`src/include/ex_config.svh`:
```
`ifndef EX_CONFIG_SVH
`define EX_CONFIG_SVH

// datapath
`define EX_XLEN         32
`define EX_REG_ADDR_W   5
`define EX_SHAMT_W      5

// result queue entries, also the issue credits upstream starts with
`define EX_QUEUE_DEPTH  4

// credits granted by downstream after reset
`define EX_RES_CREDITS  2

`endif

```
`src/hw/ex_pkg.sv`:
```
`include "ex_config.svh"

package ex_pkg;

    // opcodes kept by the execute stage
    parameter logic [6:0] OP_IMM    = 7'b0010011;
    parameter logic [6:0] OP_REG    = 7'b0110011;
    parameter logic [6:0] OP_BRANCH = 7'b1100011;
    parameter logic [6:0] OP_JAL    = 7'b1101111;
    parameter logic [6:0] OP_JALR   = 7'b1100111;
    parameter logic [6:0] OP_LUI    = 7'b0110111;
    parameter logic [6:0] OP_AUIPC  = 7'b0010111;

    // funct3, alu group
    parameter logic [2:0] F3_ADD_SUB = 3'b000;
    parameter logic [2:0] F3_SLL     = 3'b001;
    parameter logic [2:0] F3_SLT     = 3'b010;
    parameter logic [2:0] F3_SLTU    = 3'b011;
    parameter logic [2:0] F3_XOR     = 3'b100;
    parameter logic [2:0] F3_SR      = 3'b101; // srl/sra by bit 30
    parameter logic [2:0] F3_OR      = 3'b110;
    parameter logic [2:0] F3_AND     = 3'b111;

    // funct3, branch group
    parameter logic [2:0] F3_BEQ  = 3'b000;
    parameter logic [2:0] F3_BNE  = 3'b001;
    parameter logic [2:0] F3_BLT  = 3'b100;
    parameter logic [2:0] F3_BGE  = 3'b101;
    parameter logic [2:0] F3_BLTU = 3'b110;
    parameter logic [2:0] F3_BGEU = 3'b111;

    typedef union packed {
        struct packed {
            logic [6:0]                funct7;
            logic [`EX_REG_ADDR_W-1:0] rs2;
            logic [`EX_REG_ADDR_W-1:0] rs1;
            logic [2:0]                funct3;
            logic [`EX_REG_ADDR_W-1:0] rd;
            logic [6:0]                opcode;
        } r_fmt;
        struct packed {
            logic [11:0]               imm;    // low bits double as shamt
            logic [`EX_REG_ADDR_W-1:0] rs1;
            logic [2:0]                funct3;
            logic [`EX_REG_ADDR_W-1:0] rd;
            logic [6:0]                opcode;
        } i_fmt;
    } inst_u;

    typedef enum logic [3:0] {
        ALU_ADD, ALU_SUB, ALU_SLT, ALU_SLTU, ALU_XOR, ALU_OR,
        ALU_AND, ALU_SLL, ALU_SRL, ALU_SRA, ALU_ZERO
    } alu_op_e;

    typedef enum logic [2:0] {
        BR_NONE, BR_EQ, BR_NE, BR_LT, BR_GE, BR_LTU, BR_GEU, BR_ALWAYS
    } br_cond_e;

endpackage

```
`src/hw/ex_ifs.sv`:
```
`include "ex_config.svh"

// decoded operation, registered by the decode stage
interface ex_op_if import ex_pkg::*; ();
    logic                      valid;
    alu_op_e                   alu_op;
    br_cond_e                  br_cond;
    logic                      shamt_src;  // 1: shamt from instruction, 0: from reg2
    logic [`EX_XLEN-1:0]       op1;
    logic [`EX_XLEN-1:0]       op2;
    logic [`EX_XLEN-1:0]       op1_jump;
    logic [`EX_XLEN-1:0]       op2_jump;
    logic [`EX_XLEN-1:0]       reg1;
    logic [`EX_XLEN-1:0]       reg2;
    inst_u                     inst;
    logic                      reg_we;
    logic [`EX_REG_ADDR_W-1:0] rd;

    modport src (
        output valid, alu_op, br_cond, shamt_src, op1, op2, op1_jump, op2_jump,
        output reg1, reg2, inst, reg_we, rd
    );

    modport alu (input alu_op, shamt_src, op1, op2, reg1, reg2, inst);

    modport br (input br_cond, op1, op2, op1_jump, op2_jump);
endinterface

// one result on its way into the queue
interface ex_res_if ();
    logic                      valid;
    logic                      reg_we;
    logic [`EX_REG_ADDR_W-1:0] rd;
    logic [`EX_XLEN-1:0]       wdata;
    logic                      jump;
    logic [`EX_XLEN-1:0]       jump_addr;

    modport src (output valid, reg_we, rd);

    modport alu_src (output wdata);

    modport br_src (output jump, jump_addr);

    modport sink (input valid, reg_we, rd, wdata, jump, jump_addr);
endinterface

```
`src/hw/ex_decode_stage.sv`:
```
`include "ex_config.svh"

module ex_decode_stage import ex_pkg::*; (
    input  logic                      clk,
    input  logic                      rst_n_i,
    input  logic                      issue_valid_i,
    input  inst_u                     inst_i,
    input  logic [`EX_XLEN-1:0]       op1_i,
    input  logic [`EX_XLEN-1:0]       op2_i,
    input  logic [`EX_XLEN-1:0]       op1_jump_i,
    input  logic [`EX_XLEN-1:0]       op2_jump_i,
    input  logic [`EX_XLEN-1:0]       reg1_rdata_i,
    input  logic [`EX_XLEN-1:0]       reg2_rdata_i,
    input  logic                      reg_we_i,
    input  logic [`EX_REG_ADDR_W-1:0] reg_waddr_i,
    ex_op_if.src                      op,
    ex_res_if.src                     res
);

    alu_op_e  alu_op_d;
    br_cond_e br_cond_d;
    logic     shamt_src_d;

    function automatic alu_op_e alu_from_f3(input logic [2:0] f3, input logic alt,
                                            input logic reg_form);
        alu_op_e sel;
        case (f3)
            F3_ADD_SUB: sel = (alt && reg_form) ? ALU_SUB : ALU_ADD; // no subi
            F3_SLL:     sel = ALU_SLL;
            F3_SLT:     sel = ALU_SLT;
            F3_SLTU:    sel = ALU_SLTU;
            F3_XOR:     sel = ALU_XOR;
            F3_SR:      sel = alt ? ALU_SRA : ALU_SRL;
            F3_OR:      sel = ALU_OR;
            F3_AND:     sel = ALU_AND;
            default:    sel = ALU_ZERO;
        endcase
        return sel;
    endfunction

    always_comb begin
        alu_op_d    = ALU_ZERO;
        br_cond_d   = BR_NONE;
        shamt_src_d = 1'b0;
        case (inst_i.r_fmt.opcode)
            OP_IMM: begin
                // bit 30 seen as imm[10] in the i view
                alu_op_d    = alu_from_f3(inst_i.i_fmt.funct3, inst_i.i_fmt.imm[10], 1'b0);
                shamt_src_d = 1'b1;
            end
            OP_REG: alu_op_d = alu_from_f3(inst_i.r_fmt.funct3, inst_i.r_fmt.funct7[5], 1'b1);
            OP_BRANCH: begin
                case (inst_i.r_fmt.funct3)
                    F3_BEQ:  br_cond_d = BR_EQ;
                    F3_BNE:  br_cond_d = BR_NE;
                    F3_BLT:  br_cond_d = BR_LT;
                    F3_BGE:  br_cond_d = BR_GE;
                    F3_BLTU: br_cond_d = BR_LTU;
                    F3_BGEU: br_cond_d = BR_GEU;
                    default: br_cond_d = BR_NONE;
                endcase
            end
            OP_JAL, OP_JALR: begin
                alu_op_d  = ALU_ADD;   // link value
                br_cond_d = BR_ALWAYS;
            end
            OP_LUI, OP_AUIPC: alu_op_d = ALU_ADD;
            default: alu_op_d = ALU_ZERO;
        endcase
    end

    always_ff @(posedge clk) begin
        if (!rst_n_i) begin
            op.valid <= 1'b0;
        end else begin
            op.valid <= issue_valid_i;
        end
    end

    // issue register payload
    always_ff @(posedge clk) begin
        if (issue_valid_i) begin
            op.alu_op    <= alu_op_d;
            op.br_cond   <= br_cond_d;
            op.shamt_src <= shamt_src_d;
            op.op1       <= op1_i;
            op.op2       <= op2_i;
            op.op1_jump  <= op1_jump_i;
            op.op2_jump  <= op2_jump_i;
            op.reg1      <= reg1_rdata_i;
            op.reg2      <= reg2_rdata_i;
            op.inst      <= inst_i;
            op.reg_we    <= reg_we_i;
            op.rd        <= reg_waddr_i;
        end
    end

    assign res.valid  = op.valid;
    assign res.reg_we = op.reg_we; // passes through for every opcode
    assign res.rd     = op.rd;

endmodule

```
`src/hw/ex_alu.sv`:
```
`include "ex_config.svh"

module ex_alu import ex_pkg::*; (
    ex_op_if.alu      op,
    ex_res_if.alu_src res
);

    logic [`EX_SHAMT_W-1:0] shamt;
    logic [`EX_XLEN-1:0]    srl_res;
    logic [`EX_XLEN-1:0]    sra_fill;
    logic                   lt_signed;
    logic                   lt_unsigned;

    // immediate shifts take the amount from the instruction
    assign shamt = op.shamt_src ? op.inst.i_fmt.imm[`EX_SHAMT_W-1:0]
                                : op.reg2[`EX_SHAMT_W-1:0];

    assign srl_res  = op.reg1 >> shamt;
    assign sra_fill = ~({`EX_XLEN{1'b1}} >> shamt); // upper bits vacated by the shift

    assign lt_signed   = $signed(op.op1) < $signed(op.op2);
    assign lt_unsigned = op.op1 < op.op2;

    always_comb begin
        case (op.alu_op)
            ALU_ADD: begin
                res.wdata = op.op1 + op.op2;
            end
            ALU_SUB: begin
                res.wdata = op.op1 - op.op2;
            end
            ALU_SLT: begin
                res.wdata = {{(`EX_XLEN-1){1'b0}}, lt_signed};
            end
            ALU_SLTU: begin
                res.wdata = {{(`EX_XLEN-1){1'b0}}, lt_unsigned};
            end
            ALU_XOR: begin
                res.wdata = op.op1 ^ op.op2;
            end
            ALU_OR: begin
                res.wdata = op.op1 | op.op2;
            end
            ALU_AND: begin
                res.wdata = op.op1 & op.op2;
            end
            ALU_SLL: begin
                res.wdata = op.reg1 << shamt;
            end
            ALU_SRL: begin
                res.wdata = srl_res;
            end
            ALU_SRA: begin
                // sign fill only for negative values
                res.wdata = op.reg1[`EX_XLEN-1] ? (srl_res | sra_fill) : srl_res;
            end
            default: begin
                res.wdata = '0; // branches, unknown opcodes
            end
        endcase
    end

endmodule

```
`src/hw/ex_branch.sv`:
```
`include "ex_config.svh"

module ex_branch import ex_pkg::*; (
    ex_op_if.br      op,
    ex_res_if.br_src res
);

    logic eq;
    logic lt_signed;
    logic lt_unsigned;
    logic taken;

    assign eq          = op.op1 == op.op2;
    assign lt_signed   = $signed(op.op1) < $signed(op.op2);
    assign lt_unsigned = op.op1 < op.op2;

    always_comb begin
        case (op.br_cond)
            BR_EQ:     taken = eq;
            BR_NE:     taken = !eq;
            BR_LT:     taken = lt_signed;
            BR_GE:     taken = !lt_signed;
            BR_LTU:    taken = lt_unsigned;
            BR_GEU:    taken = !lt_unsigned;
            BR_ALWAYS: taken = 1'b1; // jal, jalr
            default:   taken = 1'b0;
        endcase
    end

    assign res.jump      = taken;
    assign res.jump_addr = taken ? (op.op1_jump + op.op2_jump) : '0;

endmodule

```
`src/hw/ex_result_queue.sv`:
```
`include "ex_config.svh"

module ex_result_queue (
    input  logic                      clk,
    input  logic                      rst_n_i,
    ex_res_if.sink                    res,
    input  logic                      res_credit_i,
    output logic                      res_valid_o,
    output logic                      res_reg_we_o,
    output logic [`EX_REG_ADDR_W-1:0] res_reg_waddr_o,
    output logic [`EX_XLEN-1:0]       res_reg_wdata_o,
    output logic                      res_jump_o,
    output logic [`EX_XLEN-1:0]       res_jump_addr_o,
    output logic                      issue_credit_o
);

    localparam int DEPTH = `EX_QUEUE_DEPTH;
    localparam int PTR_W = (DEPTH > 1) ? $clog2(DEPTH) : 1;
    localparam int CNT_W = $clog2(DEPTH + 1);
    localparam int CRD_W = $clog2(`EX_RES_CREDITS + 1);

    logic                      q_we    [DEPTH];
    logic [`EX_REG_ADDR_W-1:0] q_rd    [DEPTH];
    logic [`EX_XLEN-1:0]       q_wdata [DEPTH];
    logic                      q_jump  [DEPTH];
    logic [`EX_XLEN-1:0]       q_jaddr [DEPTH];

    logic [PTR_W-1:0] wr_ptr;
    logic [PTR_W-1:0] rd_ptr;
    logic [CNT_W-1:0] count;
    logic [CRD_W-1:0] credit_cnt;
    logic             credit_ok;
    logic             push;
    logic             pop;

    assign push      = res.valid;
    assign credit_ok = (credit_cnt != '0) || res_credit_i; // arriving credit usable at once
    assign pop       = (count != '0) && credit_ok;

    always_ff @(posedge clk) begin
        if (push) begin
            q_we[wr_ptr]    <= res.reg_we;
            q_rd[wr_ptr]    <= res.rd;
            q_wdata[wr_ptr] <= res.wdata;
            q_jump[wr_ptr]  <= res.jump;
            q_jaddr[wr_ptr] <= res.jump_addr;
        end
    end

    always_ff @(posedge clk) begin
        if (!rst_n_i) begin
            wr_ptr     <= '0;
            rd_ptr     <= '0;
            count      <= '0;
            credit_cnt <= CRD_W'(`EX_RES_CREDITS);
        end else begin
            if (push) begin
                wr_ptr <= (wr_ptr == PTR_W'(DEPTH - 1)) ? '0 : wr_ptr + 1'b1;
            end
            if (pop) begin
                rd_ptr <= (rd_ptr == PTR_W'(DEPTH - 1)) ? '0 : rd_ptr + 1'b1;
            end
            case ({push, pop})
                2'b10:   count <= count + 1'b1;
                2'b01:   count <= count - 1'b1;
                default: count <= count;
            endcase
            case ({res_credit_i, pop})
                2'b10:   credit_cnt <= credit_cnt + 1'b1;
                2'b01:   credit_cnt <= credit_cnt - 1'b1;
                default: credit_cnt <= credit_cnt; // returned and spent together
            endcase
        end
    end

    // head entry
    assign res_reg_we_o    = q_we[rd_ptr];
    assign res_reg_waddr_o = q_rd[rd_ptr];
    assign res_reg_wdata_o = q_wdata[rd_ptr];
    assign res_jump_o      = q_jump[rd_ptr];
    assign res_jump_addr_o = q_jaddr[rd_ptr];

    assign res_valid_o    = pop;
    assign issue_credit_o = pop; // freed entry goes back upstream

endmodule

```
`src/hw/ex_core.sv`:
```
`include "ex_config.svh"

module ex_core (
    input  logic                      clk,
    input  logic                      rst_n_i,
    input  logic                      issue_valid_i,
    input  logic [`EX_XLEN-1:0]       inst_i,
    input  logic [`EX_XLEN-1:0]       op1_i,
    input  logic [`EX_XLEN-1:0]       op2_i,
    input  logic [`EX_XLEN-1:0]       op1_jump_i,
    input  logic [`EX_XLEN-1:0]       op2_jump_i,
    input  logic [`EX_XLEN-1:0]       reg1_rdata_i,
    input  logic [`EX_XLEN-1:0]       reg2_rdata_i,
    input  logic                      reg_we_i,
    input  logic [`EX_REG_ADDR_W-1:0] reg_waddr_i,
    input  logic                      res_credit_i,
    output logic                      issue_credit_o,
    output logic                      res_valid_o,
    output logic                      res_reg_we_o,
    output logic [`EX_REG_ADDR_W-1:0] res_reg_waddr_o,
    output logic [`EX_XLEN-1:0]       res_reg_wdata_o,
    output logic                      res_jump_o,
    output logic [`EX_XLEN-1:0]       res_jump_addr_o
);

    ex_op_if  op_if ();
    ex_res_if res_if ();

    // issue register and decode
    ex_decode_stage decode_inst (
        .clk           (clk),
        .rst_n_i       (rst_n_i),
        .issue_valid_i (issue_valid_i),
        .inst_i        (inst_i),
        .op1_i         (op1_i),
        .op2_i         (op2_i),
        .op1_jump_i    (op1_jump_i),
        .op2_jump_i    (op2_jump_i),
        .reg1_rdata_i  (reg1_rdata_i),
        .reg2_rdata_i  (reg2_rdata_i),
        .reg_we_i      (reg_we_i),
        .reg_waddr_i   (reg_waddr_i),
        .op            (op_if.src),
        .res           (res_if.src)
    );

    ex_alu alu_inst (
        .op  (op_if.alu),
        .res (res_if.alu_src)
    );

    ex_branch branch_inst (
        .op  (op_if.br),
        .res (res_if.br_src)
    );

    // in-order results, credits both ways
    ex_result_queue queue_inst (
        .clk             (clk),
        .rst_n_i         (rst_n_i),
        .res             (res_if.sink),
        .res_credit_i    (res_credit_i),
        .res_valid_o     (res_valid_o),
        .res_reg_we_o    (res_reg_we_o),
        .res_reg_waddr_o (res_reg_waddr_o),
        .res_reg_wdata_o (res_reg_wdata_o),
        .res_jump_o      (res_jump_o),
        .res_jump_addr_o (res_jump_addr_o),
        .issue_credit_o  (issue_credit_o)
    );

endmodule

```
`config.mk`:
```
export PLATFORM = sky130hd
export DESIGN_NAME = ex_core
export DESIGN_NICKNAME = d
export VERILOG_FILES = /design/src/hw/ex_pkg.sv /design/src/hw/ex_ifs.sv /design/src/hw/ex_decode_stage.sv /design/src/hw/ex_alu.sv /design/src/hw/ex_branch.sv /design/src/hw/ex_result_queue.sv /design/src/hw/ex_core.sv
export VERILOG_INCLUDE_DIRS = /design/src /design/src/include
export SDC_FILE = /design/constraint.sdc
export NUM_CORES = 1
export LEC_CHECK = 0
export BUFFER_PORTS_ARGS = -buffer_cell sky130_fd_sc_hd__buf_2
export CAP_MARGIN = 20
export CORE_MARGIN = 5
export CORE_UTILIZATION = 55
export CTS_CLUSTER_DIAMETER = 60
export DETAILED_ROUTE_END_ITERATION = 10
export PLACE_DENSITY_LB_ADDON = 0.3
export SLEW_MARGIN = 10
export SYNTH_ARGS = -nofsm -noshare
export SYNTH_HDL_FRONTEND = slang
export SYNTH_HIERARCHICAL = 1
export SYNTH_SLANG_ARGS = --single-unit
```
`constraint.sdc`:
```
create_clock -name clk -period 6.9 [get_ports clk]
set_input_delay 0.345 -clock clk [delete_from_list [all_inputs] [get_ports clk]]
set_output_delay 0.345 -clock clk [all_outputs]
set_load 0.005 [all_outputs]
```
* Word level (Yosys, flattened, before mapping)
Memories as Yosys holds them, arrays and structs flattened. A register that Yosys moved wholly into a read port is not among the register bits.
Index checks and enable logic that the tools add are counted.
W data, S select, Z words.
** Word-level totals
- Bits in registers :: 214
- Bits in writable memories :: 284
- Input bits :: 234
- Memories kept :: 5
** Cells by class
- Add/sub/neg operators :: 9
- $lt $le $gt $ge :: 2
- Eq/ne operators :: 37
- Shift-type cells :: 3
- Mux-type cells :: 29
- Bitwise logic cells :: 5
- Reductions and logical operators :: 13
** Memory list
- queue_inst.q_jaddr :: words 4, bits a word 32, rd ports 1, clocked after memory_dff 1, wr ports 1, RTL line ex_result_queue.sv:26 : logic [`EX_XLEN-1:0] q_jaddr [DEPTH];
- queue_inst.q_wdata :: words 4, bits a word 32, rd ports 1, clocked after memory_dff 1, wr ports 1, RTL line ex_result_queue.sv:24 : logic [`EX_XLEN-1:0] q_wdata [DEPTH];
- queue_inst.q_rd :: words 4, bits a word 5, rd ports 1, clocked after memory_dff 1, wr ports 1, RTL line ex_result_queue.sv:23 : logic [`EX_REG_ADDR_W-1:0] q_rd [DEPTH];
- queue_inst.q_jump :: words 4, bits a word 1, rd ports 1, clocked after memory_dff 1, wr ports 1, RTL line ex_result_queue.sv:25 : logic q_jump [DEPTH];
- queue_inst.q_we :: words 4, bits a word 1, rd ports 1, clocked after memory_dff 1, wr ports 1, RTL line ex_result_queue.sv:22 : logic q_we [DEPTH];
** Operator list (count)
- $pmux W32 S10 :: 1
- $add A32 B32 Y32 :: 2
- $lt A32 B32 Y1 :: 2
- $mux W32 :: 2
- $or A32 B32 Y32 :: 2
- $pmux W4 S8 :: 2
- $and A32 B32 Y32 :: 1
- $eq A32 B32 Y1 :: 1
- $not A32 Y32 :: 1
- $shl A32 B5 Y32 :: 1
- $shr A32 B5 Y32 :: 1
- $shr A32 B5 Y32 const A :: 1
- $sub A32 B32 Y32 :: 1
- $xor A32 B32 Y32 :: 1
- $eq A3 B3 Y1 const B :: 8
- $mux W2 :: 12
- $eq A7 B7 Y1 const B :: 3
- $pmux W3 S6 :: 1
- $eq A4 B3 Y1 const B :: 4
- $eq A7 B5 Y1 const B :: 2
- $eq A7 B6 Y1 const B :: 2
- $eq A3 B2 Y1 const B :: 4
- $pmux W3 S2 :: 2
- $pmux W4 S3 :: 1
- 23 further kinds :: 40

* Depth between registers and ports, before layout
- Depth after elaboration :: 6
- Mapped depth :: 13

* By module
Netlist, hierarchy kept.
** By module, submodules not included
- ex_result_queue :: times used 1, cells an instance 433, area an instance 10896.7 um2, sequential area each 8748.4 um2
- ex_alu :: times used 1, cells an instance 1230, area an instance 8222.9 um2, sequential area each 0.0 um2
- ex_decode_stage :: times used 1, cells an instance 279, area an instance 7453.4 um2, sequential area each 7166.9 um2
- ex_branch :: times used 1, cells an instance 377, area an instance 2613.8 um2, sequential area each 0.0 um2

* Worst setup path before layout
No wires, ideal clock.
- Kind :: reg2reg
- Start point :: register decode_inst.op.op1[11]
- End point :: memory queue_inst/q_wdata[0][30] (netlist name), data pin
- Setup time :: 0.276 ns
- Arrival :: 2.964 ns
- Required time :: 6.624 ns
- Setup slack :: 3.660 ns
- Cell stages (with the launch flop) :: 14
- Path buffers :: 1
- Period minus slack after synthesis :: 3.240 ns
- Path through :: edfxtp_1 -> inv_1 -> ha_1 -> buf_6 -> or3_1 -> a2111o_1 -> a31oi_2 -> nor4_2 -> o31ai_4 -> a211oi_1 -> a211oi_2 -> o21ai_1 -> a311oi_1 -> o21ai_1
** Between the ends
- Word-level cells in the longest chain between the ends :: 2
** Ends and longest elaborated chain
- start, declared :: RTL line ex_ifs.sv:20 : output valid, alu_op, br_cond, shamt_src, op1, op2, op1_jump, op2_jump,
- start signal, assigned :: RTL line ex_decode_stage.sv:86 : op.op1 <= op1_i;
- $sub A32 B32 Y32 or $add A32 B32 Y32 (tied branches) :: RTL line ex_alu.sv:30, ex_alu.sv:27
- $pmux W32 S10 * :: RTL line ex_alu.sv:25 : case (op.alu_op)
- via res_if.wdata[30] :: RTL line ex_ifs.sv:34 : logic [`EX_XLEN-1:0] wdata;
- end, declared :: RTL line ex_result_queue.sv:24
The timed path passes the listed nets; every way through them passes the cells marked *.

* Worst setup path in the final report
- Start point :: register decode_inst.op.shamt_src
- End point :: memory queue_inst/q_wdata[1][29] (netlist name), data pin
** Between the ends
- Word-level cells in the longest chain between the ends :: 6
** Ends and longest elaborated chain
- start, declared :: RTL line ex_ifs.sv:20
- start signal, assigned :: RTL line ex_decode_stage.sv:85 : op.shamt_src <= shamt_src_d;
- $mux W5 * :: RTL line ex_alu.sv:15 : assign shamt = op.shamt_src ? op.inst.i_fmt.imm[`EX_SHAMT_W-1:0]
- $shr A32 B5 Y32 :: RTL line ex_alu.sv:19 : assign sra_fill = ~({`EX_XLEN{1'b1}} >> shamt);
- $not A32 Y32 :: RTL line ex_alu.sv:19
- $or A32 B32 Y32 :: RTL line ex_alu.sv:55 : res.wdata = op.reg1[`EX_XLEN-1] ? (srl_res | sra_fill) : srl_res;
- $mux W32 :: RTL line ex_alu.sv:55
- $pmux W32 S10 * :: RTL line ex_alu.sv:25
- via res_if.wdata[29] :: RTL line ex_ifs.sv:34
Marked as above.

==> impl_metrics.json <==
{
  "syn_area_sq_mm": 0.0276,
  "fmax_ghz": 0.227,
  "postCtsSetupRepairBufs": 0,
  "drc": 0,
  "period_needed_ns": 4.40,
  "r2r.worst_path.cells": 9,
  "antenna_left": 0,
  "worst_ep_arrival_time_ns": 4.73,
  "yosys_warnings": 6,
  "p_leak_nw": 12.7,
  "grt_max_degree": 74,
  "rsz0062_at_grt": "no",
  "hold_path_class": "in2reg",
  "nNetsFinal": 3064,
  "status": "finished, final reports clean",
  "worst_slew_pin_slew_ns": 1.01,
  "gp_congestion": 1.01,
  "ctsResizeCount": 0,
  "p_int_mw": 5.99,
  "layout-drive-gt1-share_pct": 18.0,
  "layout_setup_ws_ns": 2.50,
  "switching_share_pct": 31.5,
  "drt-pass1-iter-count": 6,
  "worst-setup-path-type": "reg2reg",
  "maxCapViolations": 0,
  "antenna_found_initial": 1,
  "rows": 82,
  "slew_viol_final": 0,
  "cp_num_cells": 9,
  "grt.busiest_layer": "met2",
  "cts_buffer_depth": 3,
  "die-area_sq_mm": 0.0547,
  "grt_pass1_wl_microns": 126000,
  "ir_drop_uv": 189,
  "clock_power_share_pct": 29.4,
  "dpl.hpwl_microns": 57800,
  "startpoint_type": "flip-flop",
  "routed_wl_microns": 83400,
  "fin_tns_setup_ns": 0,
  "grt_use_met3_pct": 5.06,
  "cts_tree": "built",
  "required_ns": 7.23,
  "path_delay_family": "compound AO/OA/AOI/OAI gates",
  "vias_per_cell": 6.23,
  "max_stage_delay_ns": 0.90,
  "io_buffers": 263,
  "grt_use_total_pct": 30.0,
  "chipWidth_microns": 234,
  "grt_pass1_vias": 21000,
  "dp_slack_ns": 2.49,
  "p_comb_share_pct": 28.9,
  "switchingPower_mw": 2.75,
  "synth.net_count": 2669,
  "routedWlPerCell_microns": 24.8,
  "power_density_mw_per_mm2": 268,
  "crit_chain": "mux2_2 > buf_4 > mux2i_1 > o22ai_1 > o21ai_0 > a21oi_1 > nor3_1 > o41ai_1 > o31a_1",
  "met1_usage_pct": 40.4,
  "cts_hold_buffers": 177,
  "vias": 21000,
  "slew_headroom_pct": 30.9,
  "clock_latency_ns": 0.62,
  "power_frac_seq_pct": 41.6,
  "start_util_pct": 55.3,
  "final-hold-violation-count": 0,
  "path_clk_slew_ns": 0.06,
  "drtIter0Drc": 1818,
  "coreArea_sq_mm": 0.0499,
  "ios": 307,
  "reg2reg_slack_ns": 2.50,
  "fin_worst_skew_ns": 0.0257,
  "syn_inst": 2265,
  "holdPathStages": 2,
  "root_buffer": "clkbuf_16",
  "cp_max_fo": 50,
  "worst-path-buf-inv": 1,
  "gr-total-overflow": 0,
  "period_share_pct": 63.8,
  "endpoint_kind": "flip-flop",
  "area_growth_syn_to_layout_pct": 18.3,
  "htree_levels": 2,
  "cts_buffers": 50,
  "syn_avg_cell_area_sq_um": 12.2,
  "die_h_microns": 234,
  "cts.sinks": 480,
  "met2_usage_pct": 50.1,
  "cp_slowest_cell": "edfxtp_1",
  "finalSetupViolCount": 0
}
placed cells by master, fill, tap and decap left out, drive strengths merged, types with 17 or more instances in the layout:
cell / instances
nor2b: 18
o31ai: 18
o21ai: 131
nand2: 118
a21oi: 133
o21bai: 17
mux4: 85
ha: 166
dlygate4sd3: 177
a21o: 26
or3: 20
a221oi: 34
o221ai: 17
mux2i: 112
edfxtp: 468
xnor2: 44
nand2b: 21
buf: 291
nand3: 30
inv: 149
o211ai: 34
a31oi: 17
clkinv: 19
nand4: 17
clkbuf: 63
nor3: 50
nor2: 194
o22ai: 24
state kept, by name, summed over array words and instances (netlist names), 4 cells and up, named ones only:
signal,flops
decode_inst/op.alu_op,4
decode_inst/op.inst,5
decode_inst/op.op1,32
decode_inst/op.op1_jump,32
decode_inst/op.op2,32
decode_inst/op.op2_jump,32
decode_inst/op.rd,5
decode_inst/op.reg1,32
decode_inst/op.reg2,5
queue_inst/q_jaddr,128
queue_inst/q_jump,4
queue_inst/q_rd,20
queue_inst/q_wdata,128
queue_inst/q_we,4
power by group through the flow:
| stage | registers [mW] | clock network, mW | logic, mW |
|---|---|---|---|
| 6_report | 3.64 | 2.57 | 2.53 |
| 5_1_grt | 3.66 | 2.74 | 2.73 |
| 4_1_cts | 3.64 | 2.61 | 2.49 |
| 3_5_place_dp | 3.70 | 0 | 2.39 |
| 3_3_place_gp | 3.69 | 0 | 2.36 |
| 2_1_floorplan | 3.58 | 0 | 1.70 |
layer usage:
| layer | part of all wire (%) | up-vias |
|---|---|---|
| met5 | 0.016 | - |
| met4 | 3.4 | 2 |
| met3 | 7.3 | 200 |
| met2 | 49 | 931 |
| met1 | 40 | 10400 |
| li1 | - | 9496 |
through the flow:
stage | hold slack (ns) | std cells | utilization, % | area, sq um | power [mW]
floorplan | 0.444 | 2265 | - | 27600 | 5.29
global placement | 0.462 | 3103 | 58.7 | 29300 | 6.04
detailed placement | 0.488 | 3103 | 58.7 | 29300 | 6.10
CTS | 0.114 | 3368 | 65.4 | 32600 | 8.75
global route | 0.122 | 3368 | 65.4 | 32600 | 9.14
finish | 0.130 | 3369 | 65.4 | 32600 | 8.74
area by class of cell:
class	instances	area (sq um)
Antenna cell	1	2.50
Clock buffer	63	1340
Clock inverter	25	215
Fill cell	3729	17200
Inverter	147	552
Multi-Input combinational cell	1513	12100
Sequential cell	480	14300
Tap cell	672	841
Timing Repair Buffer	468	3300
worst paths after layout:
| path | startpoint | to |
|---|---|---|
| max | decode_inst/op.shamt_src | queue_inst/q_wdata[1][29] |
| min reg2reg | queue_inst/rd_ptr[1] | flip-flop |
| max reg2reg | decode_inst/op.shamt_src | queue_inst/q_wdata[1][29] |
| min | inst_i[5] | decode_inst/op.shamt_src |
Note: power is estimated with default switching activity, not from simulation.
